==> src/rtl/cpu_pkg.sv <==
package cpu_pkg;

    localparam int ADDR_W = 6;
    localparam int DATA_W = 16;
    localparam int OPND_W = 3;

    typedef logic [ADDR_W-1:0] addr_t;
    typedef logic [DATA_W-1:0] data_t;

    typedef enum logic [3:0] {
        MOV  = 4'd0,
        ADD  = 4'd1,
        SUB  = 4'd2,
        MUL  = 4'd3,
        IN   = 4'd7,
        OUT  = 4'd8,
        STOP = 4'd15
    } opcode_t;

    // Instruction field positions
    localparam int OPC_LSB = 12;
    localparam int X_LSB   = 8;
    localparam int Y_LSB   = 4;
    localparam int Z_LSB   = 0;

    function automatic opcode_t get_opcode(data_t w);
        return opcode_t'(w[OPC_LSB +: 4]);
    endfunction

    // Mode bit sits just above its 3-bit address
    function automatic logic get_mode(data_t w, int lsb);
        return w[lsb + OPND_W];
    endfunction

    function automatic logic [OPND_W-1:0] get_addr(data_t w, int lsb);
        return w[lsb +: OPND_W];
    endfunction

    typedef enum logic [4:0] {
        INIT, FETCH, FETCH_WAIT, FETCH_LOAD, DECODE,
        IND_Z, IND_Z_WAIT, IND_Z_LOAD,
        IND_Y, IND_Y_WAIT, IND_Y_LOAD,
        IND_X, IND_X_WAIT, IND_X_LOAD,
        LOAD_A, LOAD_A_WAIT, LOAD_B, LOAD_B_WAIT,
        EXECUTE, WRITE, IN_WAIT, NEXT, HALT
    } state_t;

    typedef enum logic [1:0] {MAR_PC, MAR_X, MAR_Y, MAR_Z} mar_sel_t;
    typedef enum logic [1:0] {DATA_ALU, DATA_Y, DATA_MDR} mem_data_sel_t;
    typedef enum logic [1:0] {ALU_ADD, ALU_SUB, ALU_MUL} alu_op_t;

endpackage

==> src/rtl/cpu_datapath.sv <==
`timescale 1ns/1ps

module cpu_datapath #(
    parameter int PROG_START = 8,
    parameter int PROG_END   = 24
) (
    input  logic                   clk,
    input  logic                   rst_n,
    input  cpu_pkg::data_t         mem,
    input  cpu_pkg::data_t         in,
    input  logic                   ld_pc,
    input  logic                   inc_pc,
    input  logic                   ld_mar,
    input  logic                   ld_mdr_mem,
    input  logic                   ld_mdr_in,
    input  logic                   ld_ir,
    input  logic                   ld_x,
    input  logic                   ld_y,
    input  logic                   ld_z,
    input  logic                   ld_x_mem,
    input  logic                   ld_y_mem,
    input  logic                   ld_z_mem,
    input  logic                   ld_acc,
    input  logic                   ld_y_alu,
    input  cpu_pkg::mar_sel_t      mar_sel,
    input  cpu_pkg::mem_data_sel_t data_sel,
    input  cpu_pkg::alu_op_t       alu_op,
    input  logic                   addr_strobe,
    input  logic                   write_strobe,
    input  logic                   out_strobe,
    output cpu_pkg::addr_t         addr,
    output cpu_pkg::data_t         data,
    output logic                   we,
    output cpu_pkg::data_t         out,
    output logic                   out_valid,
    output cpu_pkg::addr_t         pc,
    output cpu_pkg::opcode_t       opcode,
    output logic                   mode_x,
    output logic                   mode_y,
    output logic                   mode_z,
    output logic                   z_zero,
    output logic                   prog_done
);
    import cpu_pkg::*;

    addr_t mar;
    addr_t mar_in;
    data_t mdr;
    data_t acc;
    data_t ir;
    data_t x_reg;
    data_t y_reg;
    data_t z_reg;
    data_t alu_res;
    data_t wr_data;
    logic [2*DATA_W-1:0] product;

    // Decoded fields come straight from the instruction register
    assign opcode = get_opcode(ir);
    assign mode_x = get_mode(ir, X_LSB);
    assign mode_y = get_mode(ir, Y_LSB);
    assign mode_z = get_mode(ir, Z_LSB);
    assign z_zero = ({mode_z, get_addr(ir, Z_LSB)} == '0);
    assign prog_done = (pc == addr_t'(PROG_END));

    // Operand registers hold addresses; only the low bits reach MAR
    always_comb begin
        case (mar_sel)
            MAR_PC:  mar_in = pc;
            MAR_X:   mar_in = x_reg[ADDR_W-1:0];
            MAR_Y:   mar_in = y_reg[ADDR_W-1:0];
            default: mar_in = z_reg[ADDR_W-1:0];
        endcase
    end

    // Second operand is taken from the read port in its capture cycle
    assign product = acc * mem;

    always_comb begin
        case (alu_op)
            ALU_ADD: alu_res = acc + mem;
            ALU_SUB: alu_res = acc - mem;
            default: alu_res = product[DATA_W-1:0];
        endcase
    end

    always_comb begin
        case (data_sel)
            DATA_ALU: wr_data = alu_res;
            DATA_Y:   wr_data = y_reg;
            default:  wr_data = mdr;
        endcase
    end

    always_ff @(posedge clk or negedge rst_n) begin
        if (!rst_n) begin
            pc        <= addr_t'(PROG_START);
            addr      <= '0;
            data      <= '0;
            we        <= 1'b0;
            out       <= '0;
            out_valid <= 1'b0;
        end else begin
            if (ld_pc) begin
                pc <= addr_t'(PROG_START);
            end else if (inc_pc) begin
                pc <= pc + 1'b1;
            end
            // Address port bypasses MAR when both load together
            if (addr_strobe) begin
                addr <= ld_mar ? mar_in : mar;
            end
            if (write_strobe) begin
                data <= wr_data;
            end
            we <= write_strobe;
            if (out_strobe) begin
                out <= mem;
            end
            out_valid <= out_strobe;
        end
    end

    always_ff @(posedge clk) begin
        if (ld_mar) mar <= mar_in;
        if (ld_mdr_mem) begin
            mdr <= mem;
        end else if (ld_mdr_in) begin
            mdr <= in;
        end
        if (ld_ir)  ir  <= mem;
        if (ld_acc) acc <= mem;
        // Decode loads zero-extended field addresses
        if (ld_x) begin
            x_reg <= data_t'(get_addr(ir, X_LSB));
        end else if (ld_x_mem) begin
            x_reg <= mem;
        end
        if (ld_y) begin
            y_reg <= data_t'(get_addr(ir, Y_LSB));
        end else if (ld_y_mem) begin
            y_reg <= mem;
        end else if (ld_y_alu) begin
            y_reg <= alu_res;
        end
        if (ld_z) begin
            z_reg <= data_t'(get_addr(ir, Z_LSB));
        end else if (ld_z_mem) begin
            z_reg <= mem;
        end
    end

endmodule

==> src/rtl/cpu_control.sv <==
`timescale 1ns/1ps

module cpu_control (
    input  logic                   clk,
    input  logic                   rst_n,
    input  logic                   control,
    input  cpu_pkg::opcode_t       opcode,
    input  logic                   mode_x,
    input  logic                   mode_y,
    input  logic                   mode_z,
    input  logic                   z_zero,
    input  logic                   prog_done,
    output logic                   ld_pc,
    output logic                   inc_pc,
    output logic                   ld_mar,
    output logic                   ld_mdr_mem,
    output logic                   ld_mdr_in,
    output logic                   ld_ir,
    output logic                   ld_x,
    output logic                   ld_y,
    output logic                   ld_z,
    output logic                   ld_x_mem,
    output logic                   ld_y_mem,
    output logic                   ld_z_mem,
    output logic                   ld_acc,
    output logic                   ld_y_alu,
    output cpu_pkg::mar_sel_t      mar_sel,
    output cpu_pkg::mem_data_sel_t data_sel,
    output cpu_pkg::alu_op_t       alu_op,
    output logic                   addr_strobe,
    output logic                   write_strobe,
    output logic                   out_strobe,
    output logic                   status,
    output logic                   halted
);
    import cpu_pkg::*;

    state_t state;
    state_t state_next;
    logic   is_arith;
    logic   is_mov;
    logic   after_z;
    logic   after_y;
    logic   after_x;
    state_t ops_state;
    state_t from_x;
    state_t from_y;
    state_t from_z;

    assign is_arith = (opcode == ADD) || (opcode == SUB) || (opcode == MUL);
    assign is_mov   = (opcode == MOV);
    assign after_z  = is_arith && mode_z;
    assign after_y  = (is_arith || is_mov) && mode_y;
    assign after_x  = mode_x;

    // Indirect chain runs z, y, x and skips operands in direct mode
    assign ops_state = (opcode == IN) ? IN_WAIT : LOAD_A;
    assign from_x    = after_x ? IND_X : ops_state;
    assign from_y    = after_y ? IND_Y : from_x;
    assign from_z    = after_z ? IND_Z : from_y;

    assign halted = (state == HALT);

    always_comb begin
        case (opcode)
            SUB:     alu_op = ALU_SUB;
            MUL:     alu_op = ALU_MUL;
            default: alu_op = ALU_ADD;
        endcase
    end

    always_ff @(posedge clk or negedge rst_n) begin
        if (!rst_n) begin
            state  <= INIT;
            status <= 1'b0;
        end else begin
            state  <= state_next;
            // Drops on the edge after control is seen with status high
            status <= (state_next == IN_WAIT) && !(status && control);
        end
    end

    always_comb begin
        state_next   = state;
        ld_pc        = 1'b0;
        inc_pc       = 1'b0;
        ld_mar       = 1'b0;
        ld_mdr_mem   = 1'b0;
        ld_mdr_in    = 1'b0;
        ld_ir        = 1'b0;
        ld_x         = 1'b0;
        ld_y         = 1'b0;
        ld_z         = 1'b0;
        ld_x_mem     = 1'b0;
        ld_y_mem     = 1'b0;
        ld_z_mem     = 1'b0;
        ld_acc       = 1'b0;
        ld_y_alu     = 1'b0;
        mar_sel      = MAR_PC;
        data_sel     = DATA_MDR;
        addr_strobe  = 1'b0;
        write_strobe = 1'b0;
        out_strobe   = 1'b0;

        case (state)
            INIT: begin
                ld_pc      = 1'b1;
                state_next = FETCH;
            end
            FETCH: begin
                ld_mar      = 1'b1;
                addr_strobe = 1'b1;
                inc_pc      = 1'b1;
                state_next  = FETCH_WAIT;
            end
            FETCH_WAIT: state_next = FETCH_LOAD;
            FETCH_LOAD: begin
                ld_ir      = 1'b1;
                state_next = DECODE;
            end
            DECODE: begin
                ld_x = 1'b1;
                ld_y = 1'b1;
                ld_z = 1'b1;
                if (opcode == STOP) begin
                    state_next = HALT;
                end else if (is_arith || (is_mov && z_zero) ||
                             opcode == IN || opcode == OUT) begin
                    state_next = from_z;
                end else begin
                    // Unknown opcode or MOV with z set
                    state_next = NEXT;
                end
            end
            IND_Z: begin
                mar_sel     = MAR_Z;
                ld_mar      = 1'b1;
                addr_strobe = 1'b1;
                state_next  = IND_Z_WAIT;
            end
            IND_Z_WAIT: state_next = IND_Z_LOAD;
            IND_Z_LOAD: begin
                ld_z_mem   = 1'b1;
                state_next = from_y;
            end
            IND_Y: begin
                mar_sel     = MAR_Y;
                ld_mar      = 1'b1;
                addr_strobe = 1'b1;
                state_next  = IND_Y_WAIT;
            end
            IND_Y_WAIT: state_next = IND_Y_LOAD;
            IND_Y_LOAD: begin
                ld_y_mem   = 1'b1;
                state_next = from_x;
            end
            IND_X: begin
                mar_sel     = MAR_X;
                ld_mar      = 1'b1;
                addr_strobe = 1'b1;
                state_next  = IND_X_WAIT;
            end
            IND_X_WAIT: state_next = IND_X_LOAD;
            IND_X_LOAD: begin
                ld_x_mem   = 1'b1;
                state_next = ops_state;
            end
            LOAD_A: begin
                // OUT reads x, the others read y first
                mar_sel     = (opcode == OUT) ? MAR_X : MAR_Y;
                ld_mar      = 1'b1;
                addr_strobe = 1'b1;
                state_next  = LOAD_A_WAIT;
            end
            LOAD_A_WAIT: state_next = is_arith ? LOAD_B : EXECUTE;
            LOAD_B: begin
                ld_acc      = 1'b1;
                mar_sel     = MAR_Z;
                ld_mar      = 1'b1;
                addr_strobe = 1'b1;
                state_next  = LOAD_B_WAIT;
            end
            LOAD_B_WAIT: state_next = EXECUTE;
            EXECUTE: begin
                if (opcode == OUT) begin
                    out_strobe = 1'b1;
                    state_next = NEXT;
                end else begin
                    ld_y_alu   = is_arith;
                    ld_mdr_mem = is_mov;
                    state_next = WRITE;
                end
            end
            IN_WAIT: begin
                if (status && control) begin
                    ld_mdr_in  = 1'b1;
                    state_next = WRITE;
                end
            end
            WRITE: begin
                mar_sel      = MAR_X;
                ld_mar       = 1'b1;
                addr_strobe  = 1'b1;
                write_strobe = 1'b1;
                data_sel     = is_arith ? DATA_Y : DATA_MDR;
                state_next   = NEXT;
            end
            NEXT: state_next = prog_done ? HALT : FETCH;
            HALT: state_next = HALT;
            default: state_next = INIT;
        endcase
    end

endmodule

==> src/rtl/cpu_top.sv <==
`timescale 1ns/1ps

module cpu_top #(
    parameter int PROG_START = 8,
    parameter int PROG_END   = 24
) (
    input  logic           clk,
    input  logic           rst_n,
    input  cpu_pkg::data_t mem,
    input  cpu_pkg::data_t in,
    input  logic           control,
    output logic           we,
    output cpu_pkg::addr_t addr,
    output cpu_pkg::data_t data,
    output cpu_pkg::data_t out,
    output logic           out_valid,
    output logic           status,
    output cpu_pkg::addr_t pc,
    output logic           halted
);
    import cpu_pkg::*;

    logic          ld_pc, inc_pc, ld_mar, ld_mdr_mem, ld_mdr_in, ld_ir;
    logic          ld_x, ld_y, ld_z, ld_x_mem, ld_y_mem, ld_z_mem;
    logic          ld_acc, ld_y_alu;
    logic          addr_strobe, write_strobe, out_strobe;
    mar_sel_t      mar_sel;
    mem_data_sel_t data_sel;
    alu_op_t       alu_op;
    opcode_t       opcode;
    logic          mode_x, mode_y, mode_z, z_zero, prog_done;

    cpu_control cpu_control_i (
        .clk(clk), .rst_n(rst_n), .control(control), .opcode(opcode),
        .mode_x(mode_x), .mode_y(mode_y), .mode_z(mode_z), .z_zero(z_zero),
        .prog_done(prog_done), .ld_pc(ld_pc), .inc_pc(inc_pc), .ld_mar(ld_mar),
        .ld_mdr_mem(ld_mdr_mem), .ld_mdr_in(ld_mdr_in), .ld_ir(ld_ir),
        .ld_x(ld_x), .ld_y(ld_y), .ld_z(ld_z), .ld_x_mem(ld_x_mem),
        .ld_y_mem(ld_y_mem), .ld_z_mem(ld_z_mem), .ld_acc(ld_acc),
        .ld_y_alu(ld_y_alu), .mar_sel(mar_sel), .data_sel(data_sel),
        .alu_op(alu_op), .addr_strobe(addr_strobe), .write_strobe(write_strobe),
        .out_strobe(out_strobe), .status(status), .halted(halted)
    );

    cpu_datapath #(.PROG_START(PROG_START), .PROG_END(PROG_END)) cpu_datapath_i (
        .clk(clk), .rst_n(rst_n), .mem(mem), .in(in), .ld_pc(ld_pc),
        .inc_pc(inc_pc), .ld_mar(ld_mar), .ld_mdr_mem(ld_mdr_mem),
        .ld_mdr_in(ld_mdr_in), .ld_ir(ld_ir), .ld_x(ld_x), .ld_y(ld_y),
        .ld_z(ld_z), .ld_x_mem(ld_x_mem), .ld_y_mem(ld_y_mem), .ld_z_mem(ld_z_mem),
        .ld_acc(ld_acc), .ld_y_alu(ld_y_alu), .mar_sel(mar_sel),
        .data_sel(data_sel), .alu_op(alu_op), .addr_strobe(addr_strobe),
        .write_strobe(write_strobe), .out_strobe(out_strobe), .addr(addr),
        .data(data), .we(we), .out(out), .out_valid(out_valid), .pc(pc),
        .opcode(opcode), .mode_x(mode_x), .mode_y(mode_y), .mode_z(mode_z),
        .z_zero(z_zero), .prog_done(prog_done)
    );

endmodule

==> config.mk <==
export PLATFORM = sky130hd
export DESIGN_NAME = cpu_top
export DESIGN_NICKNAME = d
export VERILOG_FILES = /design/src/rtl/cpu_pkg.sv /design/src/rtl/cpu_datapath.sv /design/src/rtl/cpu_control.sv /design/src/rtl/cpu_top.sv
export SDC_FILE = /design/constraint.sdc
export NUM_CORES = 1
export LEC_CHECK = 0
export ABC_CLOCK_PERIOD_IN_PS = 5200
export BUFFER_PORTS_ARGS = -buffer_cell sky130_fd_sc_hd__buf_2
export CAP_MARGIN = 20
export CELL_PAD_IN_SITES_DETAIL_PLACEMENT = 1
export CELL_PAD_IN_SITES_GLOBAL_PLACEMENT = 1
export CORE_MARGIN = 4
export CORE_UTILIZATION = 43
export CTS_CLUSTER_DIAMETER = 200
export DETAILED_ROUTE_END_ITERATION = 10
export PLACE_DENSITY_LB_ADDON = 0.1
export SYNTH_ARGS = -nofsm -noshare
export SYNTH_HDL_FRONTEND = slang
export SYNTH_SLANG_ARGS = --single-unit
==> constraint.sdc <==
create_clock -name clk -period 5.2 [get_ports clk]
set_input_delay 0.78 -clock clk [delete_from_list [all_inputs] [get_ports clk]]
set_output_delay 0.78 -clock clk [all_outputs]
set_load 0.03 [all_outputs]
# --- Yosys cells after proc, flatten, opt, wreduce, memory -nomap -nowiden ---
# Index checks and enable logic that the tools add are counted.
totals:
  register_bits: 134
  input_bits: 35
  out_inout_bits: 48
classes:
  n_addsub: 3
  n_mul: 1
  eq_ne: 34
  muxes: 49
  n_reduce_logical: 27
op_table:
  columns: ["op", "count"]
  rows:
  - ["5-bit one-hot mux with 23 select lines", 1]
  - ["16-bit two-way mux", 4]
  - ["16-bit one-hot mux with 2 select lines", 2]
  - ["5-bit by 4-bit == test with 1-bit output (second input constant)", 8]
  - ["5-bit == test (second input constant)", 8]
  - ["5-bit two-way mux", 8]
  - ["5-bit by 3-bit == test with 1-bit output (second input constant)", 4]
  - ["1-bit two-way mux", 18]
  - ["3-bit two-way mux", 6]
  - ["6-bit two-way mux", 3]
  - ["6-bit one-hot mux with 3 select lines", 1]
  - ["16-bit adder", 1]
  - ["16-bit by 16-bit multiplier with 16-bit output", 1]
  - ["16-bit subtractor", 1]
  - ["5-bit by 2-bit == test with 1-bit output (second input constant)", 2]
  - ["2-bit nonzero test", 5]
  - ["4-bit by 2-bit == test with 1-bit output (second input constant)", 2]
  - ["4-bit == test (second input constant)", 2]
  - ["4-bit zero test", 2]
  - ["2-bit two-way mux", 4]
  - ["2-bit one-hot mux with 4 select lines", 1]
  - ["7-bit OR reduction", 1]
  - ["6-bit by 1-bit adder with 6-bit output (second input constant)", 1]
  - ["2-bit by 1-bit == test with 1-bit output (second input constant)", 3]
  - ["other kinds (13)", 25]

# --- Longest topological paths before layout ---
# Gate-level depths: netlist (run 1).
depth:
  word_depth: 12
  mapped_depth: 22
  mapped_depth_nobuf: 20

# --- Hierarchy ---
# A second synthesis (run 1) with hierarchy kept.
hier_totals:
  hier_cells: 1212
  area_unflattened_um2: 11554.8
modules_own_cells:
  columns: ["module", "n_inst", "cells_per_inst", "area_per_inst_um2", "seq_area_each_um2"]
  rows:
  - ["cpu_datapath", 1, 1054, 10396.2, 3364.5]
  - ["cpu_control", 1, 158, 1158.6, 150.1]

# --- Worst setup path after synthesis (run 1) ---
# No wires, ideal clock.
synth_path:
  kind: "input to register"
  from: "input port mem[1]"
  to: "register cpu_datapath_i.y_reg[15]"
  setup_time_ns: 0.134
  t_arrival_ns: 5.727
  slack_ns: -0.662
  cell_stages: 18
  cell_sequence: "clkbuf_1 -> clkbuf_1 -> nand2_1 -> fa_1 -> fa_1 -> fa_1 -> fa_1 -> inv_1 -> fa_1 -> inv_1 -> fa_1 -> inv_1 -> ha_1 -> a21o_1 -> a221oi_1 -> o21ai_0 -> xnor2_1 -> a31oi_1"
synth_between:
  elab_chain_len: 4
synth_lines:
  columns: ["element", "line", "rtl"]
  rows:
  - ["from (decl)", "cpu_top.sv:9", "input cpu_pkg::data_t mem,"]
  - ["16-bit by 16-bit multiplier with 16-bit output, or another cell as far along", "cpu_datapath.sv:77", "assign product = acc * mem;"]
  - ["16-bit one-hot mux with 2 select lines (*)", "cpu_datapath.sv:80", "case (alu_op)"]
  - ["16-bit two-way mux (*)", "cpu_datapath.sv:143", "end else if (ld_y_alu) begin"]
  - ["16-bit two-way mux (*)", "cpu_datapath.sv:141", "end else if (ld_y_mem) begin"]
  - ["to (signal assigned)", "cpu_datapath.sv:140", "y_reg <= data_t'(get_addr(ir, Y_LSB));"]
  - ["to (signal assigned)", "cpu_datapath.sv:142", "y_reg <= mem;"]
  - ["to (signal assigned)", "cpu_datapath.sv:144", "y_reg <= alu_res;"]
  - ["to (decl)", "cpu_datapath.sv:52", "data_t y_reg;"]
# Mark *: on every way between the ends. The rest lies on a longest branch, timed or not. The select of a mux whose other input is x is not followed.
# A chain may end at the register's enable or synchronous reset.

# --- Worst setup path in the final report (run 1) ---
layout_path:
  from: "register cpu_datapath_i.acc[7]"
  to: "register cpu_datapath_i.y_reg[14]"
layout_between:
  elab_chain_len: 4
layout_lines:
  columns: ["element", "line", "rtl"]
  rows:
  - ["from (decl)", "cpu_datapath.sv:49", "data_t acc;"]
  - ["from (signal assigned)", "cpu_datapath.sv:132", "if (ld_acc) acc <= mem;"]
  - ["16-bit by 16-bit multiplier with 16-bit output, or another cell as far along", "cpu_datapath.sv:77", null]
  - ["16-bit one-hot mux with 2 select lines (*)", "cpu_datapath.sv:80", null]
  - ["16-bit two-way mux (*)", "cpu_datapath.sv:143", null]
  - ["16-bit two-way mux (*)", "cpu_datapath.sv:141", null]
# Marked as above.

==> reports/metrics.cfg, run 1 <==
[synth]
synth_area_per_cell_um2 = 9.21
synth_nets = 1350
synthesis.area_um2 = 10700
yosys-top-cells-area = edfxtp_1 16%, fa_1 15%, dfrtp_1 12%, ha_1 7.9%, nand2_1 5.9%
yosysWarnings = 0
netlist.area_leader.share_pct = 15.9
synth_ff_type = edfxtp_1
ys_seq_area_share_pct = 31.6
ys_async_sr_fraction_pct = 40.6
synthCells = 1166
ys_types = 62
synth_area_leader_cell = edfxtp_1
synth_edf_count = 57
yosys_register_bits = 128

[setup_path]
end_kind = flip-flop
cpPeakStageDelay_ns = 0.54
path_common_cell = fa_1
cp_max_fo = 4
startpoint = cpu_datapath_i.acc[7]
reg2reg_to = cpu_datapath_i.y_reg[14]
r2r_slack_ns = 0.07
cp-start-kind = flip-flop
reg2reg_from = cpu_datapath_i.acc[7]
crit_required_ns = 5.50
cp-endpoint = cpu_datapath_i.y_reg[14]
critPathKind = reg2reg
cp.arrival_ns = 5.43
path_cells = buf_6 > and2_4 > fa_1 > inv_2 > fa_1 > inv_1 > ha_2 > fa_1 > fa_1 > inv_1 > fa_1 > inv_1 > ha_2 > or4_4 > a41oi_2 > o21bai_1 > a21oi_2 > xor2_1 > a31oi_1
r2r_cells = 19
cp_slowest_cell = fa_1

[route]
wire_per_inst_um = 21.3
via_count = 8910
viasPerCell = 5.47
wirelength_um = 34700
firstDrtPassIters = 5
ant_nets = 0
initialDrtViolationCount = 618
drc_errors = 0

[finish]
antenna_cells = 0
stdcell_count = 1629
fillCellCount = 2858
drive_gt1_share_pct = 20.6
fin_util_pct = 52.1
syn_to_final_growth_pct = 18.8
nets = 1476

[clock_network]
cts.sinks = 128
hold_buffers = 0
cts_buffer_depth = 2
root_buffer = clkbuf_16
cts_tree = yes
worstSkewPairLatency_ns = 0.43
htreeDepth = 4
cts_buffers = 17
clkTransAtPathRegs_ns = 0.07

[global_route]
grt.total_usage_pct = 25.2
grt_antenna_before_repair = 0
grt_pass1_wl_um = 54200
grt_overflow_total = 0
grt_max_degree = 53
grt_pass1_vias = 9264

[floorplan]
start_util_pct = 43.9
die_y_um = 166
coreArea_um2 = 24500
die_x_um = 166
die_area_um2 = 27600
rows = 57
pin_count = 83

[sta]
clock.fmax_mhz = 195
setup_viol = 0
skew_ns = 0.0116
tightestPinTransition_ns = 1.09
setup_slack_ns = 0.0658
rsz0062_at_grt = true
slew_headroom_pct = 26.6
final_hold_viol_count = 0
setup_tns_ns = 0
drv_slew = 0
min_period_ns = 5.13
min_period_over_period_pct = 98.7

[worst_hold_path]
min_path_type = in2async

[flow_run]
max_cap_violations = 0

[placed_design]
dpl.cell_count = 1590
hpwl_um = 26600
io_buffer_count = 82
place.gp.congestion = 0.864
pre_cts_ws_ns = -0.515

[power_and_ir_drop]
p_leak_nw = 5.82
powerDensity_nw_per_um2 = 615
peakVddDrop_uv = 573

[status]
status = finished clean

[worst max-delay path, delay by kind of cell, from the launching register on]
family,cells,cell delay (ns)
adders and majority gates,7,2.80
buffers and inverters,5,0.34
and+or+nand+nor,2,0.65
xor gates and xnor gates,1,0.16
AOI/OAI and AO/OA,4,0.57
DFF,1,0.46
[cell type report]
cell class | count | area, um^2 | share of cell area (%)
Timing Repair Buffer | 163 | 1070 | 8.38
Sequential cell | 128 | 3390 | 26.6
Clock buffer | 17 | 425 | 3.34
Tap cell | 324 | 405 | 3.18
Inverter | 124 | 465 | 3.65
Multi-Input combinational cell | 858 | 6830 | 53.6
Clock inverter | 15 | 161 | 1.27
[where the power goes]
| part | internal, mW | switching (mW) | total [mW] |
|---|---|---|---|
| Clock | 0.683 | 0.535 | 1.22 |
| Combinational | 2.20 | 2.81 | 5.01 |
| Sequential | 1.34 | 0.280 | 1.62 |
| Total | 4.23 | 3.62 | 7.85 |
[kinds of logic after synthesis]
kind of cell / share of synthesized area, %
muxes: 3.79
buffers and inverters: 6.31
xor gates and xnor gates: 5.71
AOI/OAI and AO/OA: 11.4
adders and majority gates: 23.0
DFF: 31.6
and+or+nand+nor: 18.2
[layer usage]
layer	vias up	part of all wire, %	routed length (um)	GRT usage, %
met5	-	0	0	0
met4	0	2.5	863	7.21
met3	57	4.8	1670	3.76
met2	232	49	16800	42.2
met1	4479	44	15300	34.1
li1	4142	-	-	-
[timing repair]
item	CTS	global route
buffers inserted	2	5
resized for setup	3	31
pin swaps	0	24
endpoints found under the setup margin	4	8
cloned	0	0
[stage by stage]
stage | hold slack [ns] | power (mW) | area, um^2
2_1_floorplan | 0.437 | 4.89 | 10900
4_1_cts | 0.460 | 7.62 | 12600
5_1_grt | 0.479 | 8.51 | 12800
3_3_place_gp | 0.449 | 6.22 | 12000
6_report | 0.459 | 7.85 | 12800
3_5_place_dp | 0.450 | 6.33 | 12000
[layout by cell type, fill, tap and decap left out, drive strengths merged, types with 5 or more instances in the layout]
master / synthesis / final
o31ai: 7 / 7
nand4: 6 / 6
o22ai: 6 / 6
edfxtp: 57 / 57
nor2b: 8 / 8
nor2: 88 / 88
xor2: 28 / 28
o21ai: 38 / 38
inv: 124 / 135
fa: 81 / 81
a31oi: 21 / 21
a21oi: 53 / 53
nor3: 17 / 17
mux2i: 8 / 8
buf: 1 / 163
dfxtp: 19 / 19
clkbuf: 55 / 17
nand2: 169 / 169
a221oi: 6 / 6
nand2b: 9 / 9
mux2: 29 / 29
nand3: 14 / 14
ha: 68 / 68
dfrtp: 51 / 51
o21a: 5 / 5
a211oi: 8 / 8
or2: 5 / 5
and2: 70 / 70
a21o: 12 / 12
or3: 7 / 7
and3: 6 / 6
xnor2: 42 / 42
[synthesized netlist by cell type (6+ instances only)]
master	count
nand2_1	169
inv_1	124
nor2_1	88
fa_1	81
and2_1	70
ha_1	68
edfxtp_1	57
clkbuf_1	55
a21oi_1	53
dfrtp_1	51
xnor2_1	42
o21ai_0	36
mux2_2	29
xor2_1	28
a31oi_1	21
dfxtp_1	19
nor3_1	15
nand3_1	14
a21o_1	12
nand2b_1	9
a211oi_1	8
mux2i_1	8
nor2b_1	8
o31ai_1	7
or3_1	7
a221oi_1	6
and3_1	6
nand4_1	6
o22ai_1	6
[how the worst min path moves through the flow]
stage                            startpoint                       to  cells after the start
floorplan           cpu_datapath_i.z_reg[3]  cpu_datapath_i.z_reg[3]                      2
global placement    cpu_datapath_i.z_reg[5]  cpu_datapath_i.z_reg[5]                      2
detailed placement  cpu_datapath_i.z_reg[5]  cpu_datapath_i.z_reg[5]                      2
CTS                 cpu_datapath_i.z_reg[5]  cpu_datapath_i.z_reg[5]                      2
global route        cpu_datapath_i.z_reg[5]  cpu_datapath_i.z_reg[5]                      2
finish                                rst_n   cpu_control_i.state[0]                      2
Note: power is estimated with default switching activity, not from simulation.
==> inputs of run 2 (changes only) <==
--- a/config.mk
+++ b/config.mk
@@ -6,7 +6,7 @@
 export NUM_CORES = 1
 export LEC_CHECK = 0
 export ABC_CLOCK_PERIOD_IN_PS = 5200
-export BUFFER_PORTS_ARGS = -buffer_cell sky130_fd_sc_hd__buf_2
+export BUFFER_PORTS_ARGS = -buffer_cell sky130_fd_sc_hd__clkbuf_2
 export CAP_MARGIN = 20
 export CELL_PAD_IN_SITES_DETAIL_PLACEMENT = 1
 export CELL_PAD_IN_SITES_GLOBAL_PLACEMENT = 1
==> run 2 against run 1 <==
  * Clock skew increased by 0.0018 ns
  * Global-route usage decreased by 0.36 points
  * Worst hold slack improved by 0.0014 ns
  * Utilization decreased by 0.21 points
  * Clock power about the same
  * Design area decreased by 0.40%
  * Register-to-register slack got worse by 0.03 ns
==> reports/metrics.cfg, run 2 (synthesis results as in run 1) <==
[setup_path]
startpoint = cpu_datapath_i.acc[7]
r2r_cells = 19
cp-endpoint = cpu_datapath_i.y_reg[14]
end_kind = flip-flop
cp-start-kind = flip-flop
crit_required_ns = 5.49
cp.arrival_ns = 5.46
reg2reg_to = cpu_datapath_i.y_reg[14]
r2r_slack_ns = 0.03
reg2reg_from = cpu_datapath_i.acc[7]
cp_max_fo = 3
critPathKind = reg2reg

[sta]
skew_ns = 0.0134
setup_viol = 0
rsz0062_at_grt = true
min_period_ns = 5.17
clock.fmax_mhz = 194
setup_slack_ns = 0.0331
tightestPinTransition_ns = 0.887
final_hold_viol_count = 0
slew_headroom_pct = 40.7
drv_slew = 0
min_period_over_period_pct = 99.4

[finish]
drive_gt1_share_pct = 20.0
fillCellCount = 2816
final_cell_mix = 168 x nand2_1, 122 x inv_1, 87 x nor2_1
nets = 1474
stdcell_count = 1627
antenna_cells = 0
final_common_cell = nand2_1
syn_to_final_growth_pct = 18.3

[power_and_ir_drop]
peakVddDrop_uv = 491
powerDensity_nw_per_um2 = 599
p_leak_nw = 5.81
total_power_mw = 7.61

[clock_network]
cts_tree = yes
hold_buffers = 0
clkTransAtPathRegs_ns = 0.06
worstSkewPairLatency_ns = 0.43
htreeDepth = 4
cts_buffer_depth = 2
root_buffer = clkbuf_16
cts_buffers = 17
cts.sinks = 128

[route]
via_count = 8886
wirelength_um = 33900
wire_per_inst_um = 20.8
viasPerCell = 5.46
ant_nets = 0
initialDrtViolationCount = 660
firstDrtPassIters = 5
drc_errors = 0

[floorplan]
rows = 57
die_x_um = 166
pin_count = 83
start_util_pct = 43.9
die_area_um2 = 27600
die_y_um = 166
coreArea_um2 = 24500

[placed_design]
dpl.cell_count = 1583
pre_cts_ws_ns = -0.470
hpwl_um = 26000
io_buffer_count = 82
place.gp.congestion = 0.884

[global_route]
grt_max_degree = 53
grt_overflow_total = 0
grt_pass1_wl_um = 54200
grt_pass1_vias = 9546
grt_antenna_before_repair = 0
grt.total_usage_pct = 24.8

[worst_hold_path]
min_path_type = in2async

[flow_run]
max_cap_violations = 0

[status]
status = finished clean

## run 2: worst min path at each step
stage,to,slack (ns)
floorplan,cpu_datapath_i.z_reg[3],0.44
global placement,cpu_datapath_i.z_reg[5],0.45
detailed placement,cpu_datapath_i.z_reg[5],0.45
finish,cpu_control_i.state[1],0.46
CTS,cpu_datapath_i.z_reg[5],0.46
global route,cpu_datapath_i.z_reg[5],0.50
## run 2: routing by layer
metal | vias to the layer above | part of all wire, % | GRT usage, %
met1 | 4531 | 46 | 33.6
li1 | 4148 | - | -
met5 | - | 0 | 0
met3 | 41 | 3.4 | 3.40
met2 | 166 | 49 | 42.3
met4 | 0 | 1.7 | 6.31
## run 2: through the flow
stage	setup TNS, ns	hold WS [ns]	utilization (%)	cell area [um^2]
2_1_floorplan	-0.616	0.437	-	10900
3_3_place_gp	-2.25	0.449	48.8	11900
3_5_place_dp	-3.04	0.448	48.8	11900
4_1_cts	0	0.458	51.2	12500
5_1_grt	-0.858	0.499	51.9	12700
6_report	0	0.460	51.9	12700
## run 2: report_power, final
group / internal (mW) / switching (mW) / total, mW
Clock: 0.674 / 0.530 / 1.20
Sequential: 1.34 / 0.279 / 1.62
Combinational: 2.13 / 2.66 / 4.79
Total: 4.15 / 3.46 / 7.61
## run 2: layout make-up
cell class | instances | area (um^2) | area share [%]
well taps | 324 | 405 | 3.19
flip-flops and latches | 128 | 3390 | 26.7
clock buffers | 18 | 429 | 3.38
repair buffers | 161 | 1050 | 8.29
inverters | 124 | 465 | 3.66
clock inverters | 14 | 143 | 1.12
multi-input cells | 858 | 6810 | 53.6
## run 2: worst max-delay path, stage by stage (launching register included)
cell	delay (ns)
edfxtp_1	0.44
buf_4	0.19
and2_4	0.16
fa_1	0.53
inv_1	0.05
fa_1	0.49
fa_1	0.43
fa_1	0.50
inv_1	0.05
fa_1	0.48
inv_1	0.05
fa_1	0.49
inv_2	0.04
ha_4	0.21
a21o_1	0.22
a41oi_2	0.20
o21bai_1	0.08
a21oi_1	0.17
xor2_1	0.16
a31oi_1	0.09
## run 2: what timing repair did
action	4_1_cts	5_1_grt
endpoints found under the setup margin	3	8
setup buffers	3	8
resized for setup	1	21
pin swaps	3	12
==> inputs of run 3 (changes only) <==
--- a/config.mk
+++ b/config.mk
@@ -10,7 +10,7 @@
 export CAP_MARGIN = 20
 export CELL_PAD_IN_SITES_DETAIL_PLACEMENT = 1
 export CELL_PAD_IN_SITES_GLOBAL_PLACEMENT = 1
-export CORE_MARGIN = 4
+export CORE_MARGIN = 2
 export CORE_UTILIZATION = 43
 export CTS_CLUSTER_DIAMETER = 200
 export DETAILED_ROUTE_END_ITERATION = 10
==> run 3 against run 2 <==
  * Worst setup slack got worse by 0.033 ns
  * Critical path depth did not move
  * Worst hold slack improved by 0.0065 ns
  * Clock power barely moved
  * Utilization rose by 0.61 points
  * Maximum frequency fell by 0.63%
  * Count of clock-buffer cells in the layout fell by 1
  * Final cell count rose by 0.80%
  * Critical endpoint unchanged
  * Routed wire length rose by 1.9%
==> reports/metrics.cfg, run 3 (synthesis results as in run 1) <==
[clock_network]
cts.sinks = 128
cts_tree = yes
worstSkewPairLatency_ns = 0.43
htreeDepth = 4
clkTransAtPathRegs_ns = 0.06
cts_buffers = 17
cts_buffer_depth = 2
hold_buffers = 0
root_buffer = clkbuf_16

[sta]
setup_tns_ns = 0
clock.fmax_mhz = 192
setup_slack_ns = 0.000304
tightestPinTransition_ns = 1.06
final_hold_viol_count = 0
skew_ns = 0.0121
slew_headroom_pct = 29.1
setup_viol = 0
drv_slew = 0
min_period_ns = 5.20
min_period_over_period_pct = 100
hold_slack_ns = 0.467
rsz0062_at_grt = true

[route]
viasPerCell = 5.48
drc_errors = 0
via_count = 8984
wirelength_um = 34500
wire_per_inst_um = 21.0
ant_nets = 0
firstDrtPassIters = 4
initialDrtViolationCount = 612

[finish]
fin_util_pct = 52.5
syn_to_final_growth_pct = 19.4
regArea_um2 = 3390
fillCellCount = 2845
nets = 1487
final_common_cell = nand2_1
multi_input_area_um2 = 6830
drive_gt1_share_pct = 21.0
antenna_cells = 0
final_cell_mix = 167 x nand2_1, 123 x inv_1, 89 x buf_4

[global_route]
grt_pass1_vias = 9680
grt_overflow_total = 0
grt_pass1_wl_um = 54600
grt.total_usage_pct = 27.2
grt_antenna_before_repair = 1
grt_max_degree = 53

[floorplan]
coreArea_um2 = 24400
rows = 57
pin_count = 83
start_util_pct = 44.0
die_y_um = 162
die_x_um = 162
die_area_um2 = 26200

[power_and_ir_drop]
total_power_mw = 7.81
p_leak_nw = 5.87
powerDensity_nw_per_um2 = 609
peakVddDrop_uv = 554

[setup_path]
critPathKind = in2reg
cp.arrival_ns = 5.49
cp-start-kind = primary input
cp_max_fo = 10
startpoint = mem[6]
end_kind = flip-flop
reg2reg_from = cpu_datapath_i.acc[6]
crit_required_ns = 5.49

[placed_design]
pre_cts_ws_ns = -0.552
place.gp.congestion = 0.852
hpwl_um = 26100
io_buffer_count = 82

[worst_hold_path]
min_path_type = reg2reg
worstHoldStart = cpu_datapath_i.z_reg[5]

[flow_run]
max_cap_violations = 0

[status]
status = finished clean

[run 3: cell types whose count changed in the layout (fill, tap and decap cells not counted), moves of 2 or more]
cell | previous run | this run
o21ai_2 | 0 | 2
buf_12 | 2 | 0
buf_4 | 76 | 89
clkbuf_2 | 79 | 76
ha_1 | 61 | 59
ha_2 | 2 | 4
o21ai_1 | 4 | 2
inv_6 | 8 | 6
buf_6 | 0 | 4
clkbuf_8 | 0 | 3
[run 3: area by class of cell]
cell class	count	share of cell area [%]
well taps	324	3.16
inverters	124	3.63
flip-flops and latches	128	26.5
clock buffers	17	3.32
repair buffers	174	8.97
clock inverters	15	1.14
multi-input cells	858	53.3
[run 3: repair_timing]
| action | in CTS | in global routing |
|---|---|---|
| hold endpoints to repair | 0 | 0 |
| setup buffers | 9 | 3 |
| resized for setup | 13 | 19 |
| pin swaps | 13 | 21 |
| setup endpoints to repair | 6 | 7 |
[run 3: metrics by stage]
step	area [um^2]	std cells
floorplan	10900	1166
global placement	12000	1596
detailed placement	12000	1596
CTS	12700	1637
global route	12800	1640
finish	12800	1640
[run 3: worst paths after layout]
kind | to | slack [ns] | cells past startpoint
max in group asynchronous | cpu_datapath_i.out[8] | 4.22 | 2
setup reg to reg | cpu_datapath_i.y_reg[14] | 0.02 | 19
hold / removal | cpu_datapath_i.z_reg[5] | 0.47 | 2
setup / recovery | cpu_datapath_i.y_reg[14] | 0.0003 | 19
hold reg to reg | cpu_datapath_i.z_reg[5] | 0.47 | 2
min in group asynchronous | cpu_control_i.state[3] | 0.48 | 2
[run 3: critical path, stage by stage]
cell and delay (ns):
clkbuf_4 0.21, and2_4 0.20, fa_1 0.47, inv_1 0.05, fa_1 0.51, fa_1 0.44
fa_1 0.49, inv_1 0.05, fa_1 0.48, inv_1 0.05, fa_1 0.49, inv_2 0.05
ha_4 0.21, a21o_1 0.23, a41oi_2 0.21, o21bai_1 0.13, a21oi_2 0.15, xor2_1 0.16
a31oi_1 0.09
[run 3: report_power, final]
part	internal (mW)	switching, mW
clock network	0.672	0.518
logic	2.21	2.78
registers	1.34	0.278
total	4.23	3.58
[run 3: layer usage]
| layer | part of all wire (%) | vias to the layer above | global-route usage, % |
|---|---|---|---|
| met5 | 0 | - | 0 |
| met4 | 2.3 | 0 | 8.09 |
| met3 | 4.7 | 54 | 4.83 |
| met2 | 50 | 228 | 46.2 |
| met1 | 43 | 4531 | 35.6 |
| li1 | - | 4171 | - |
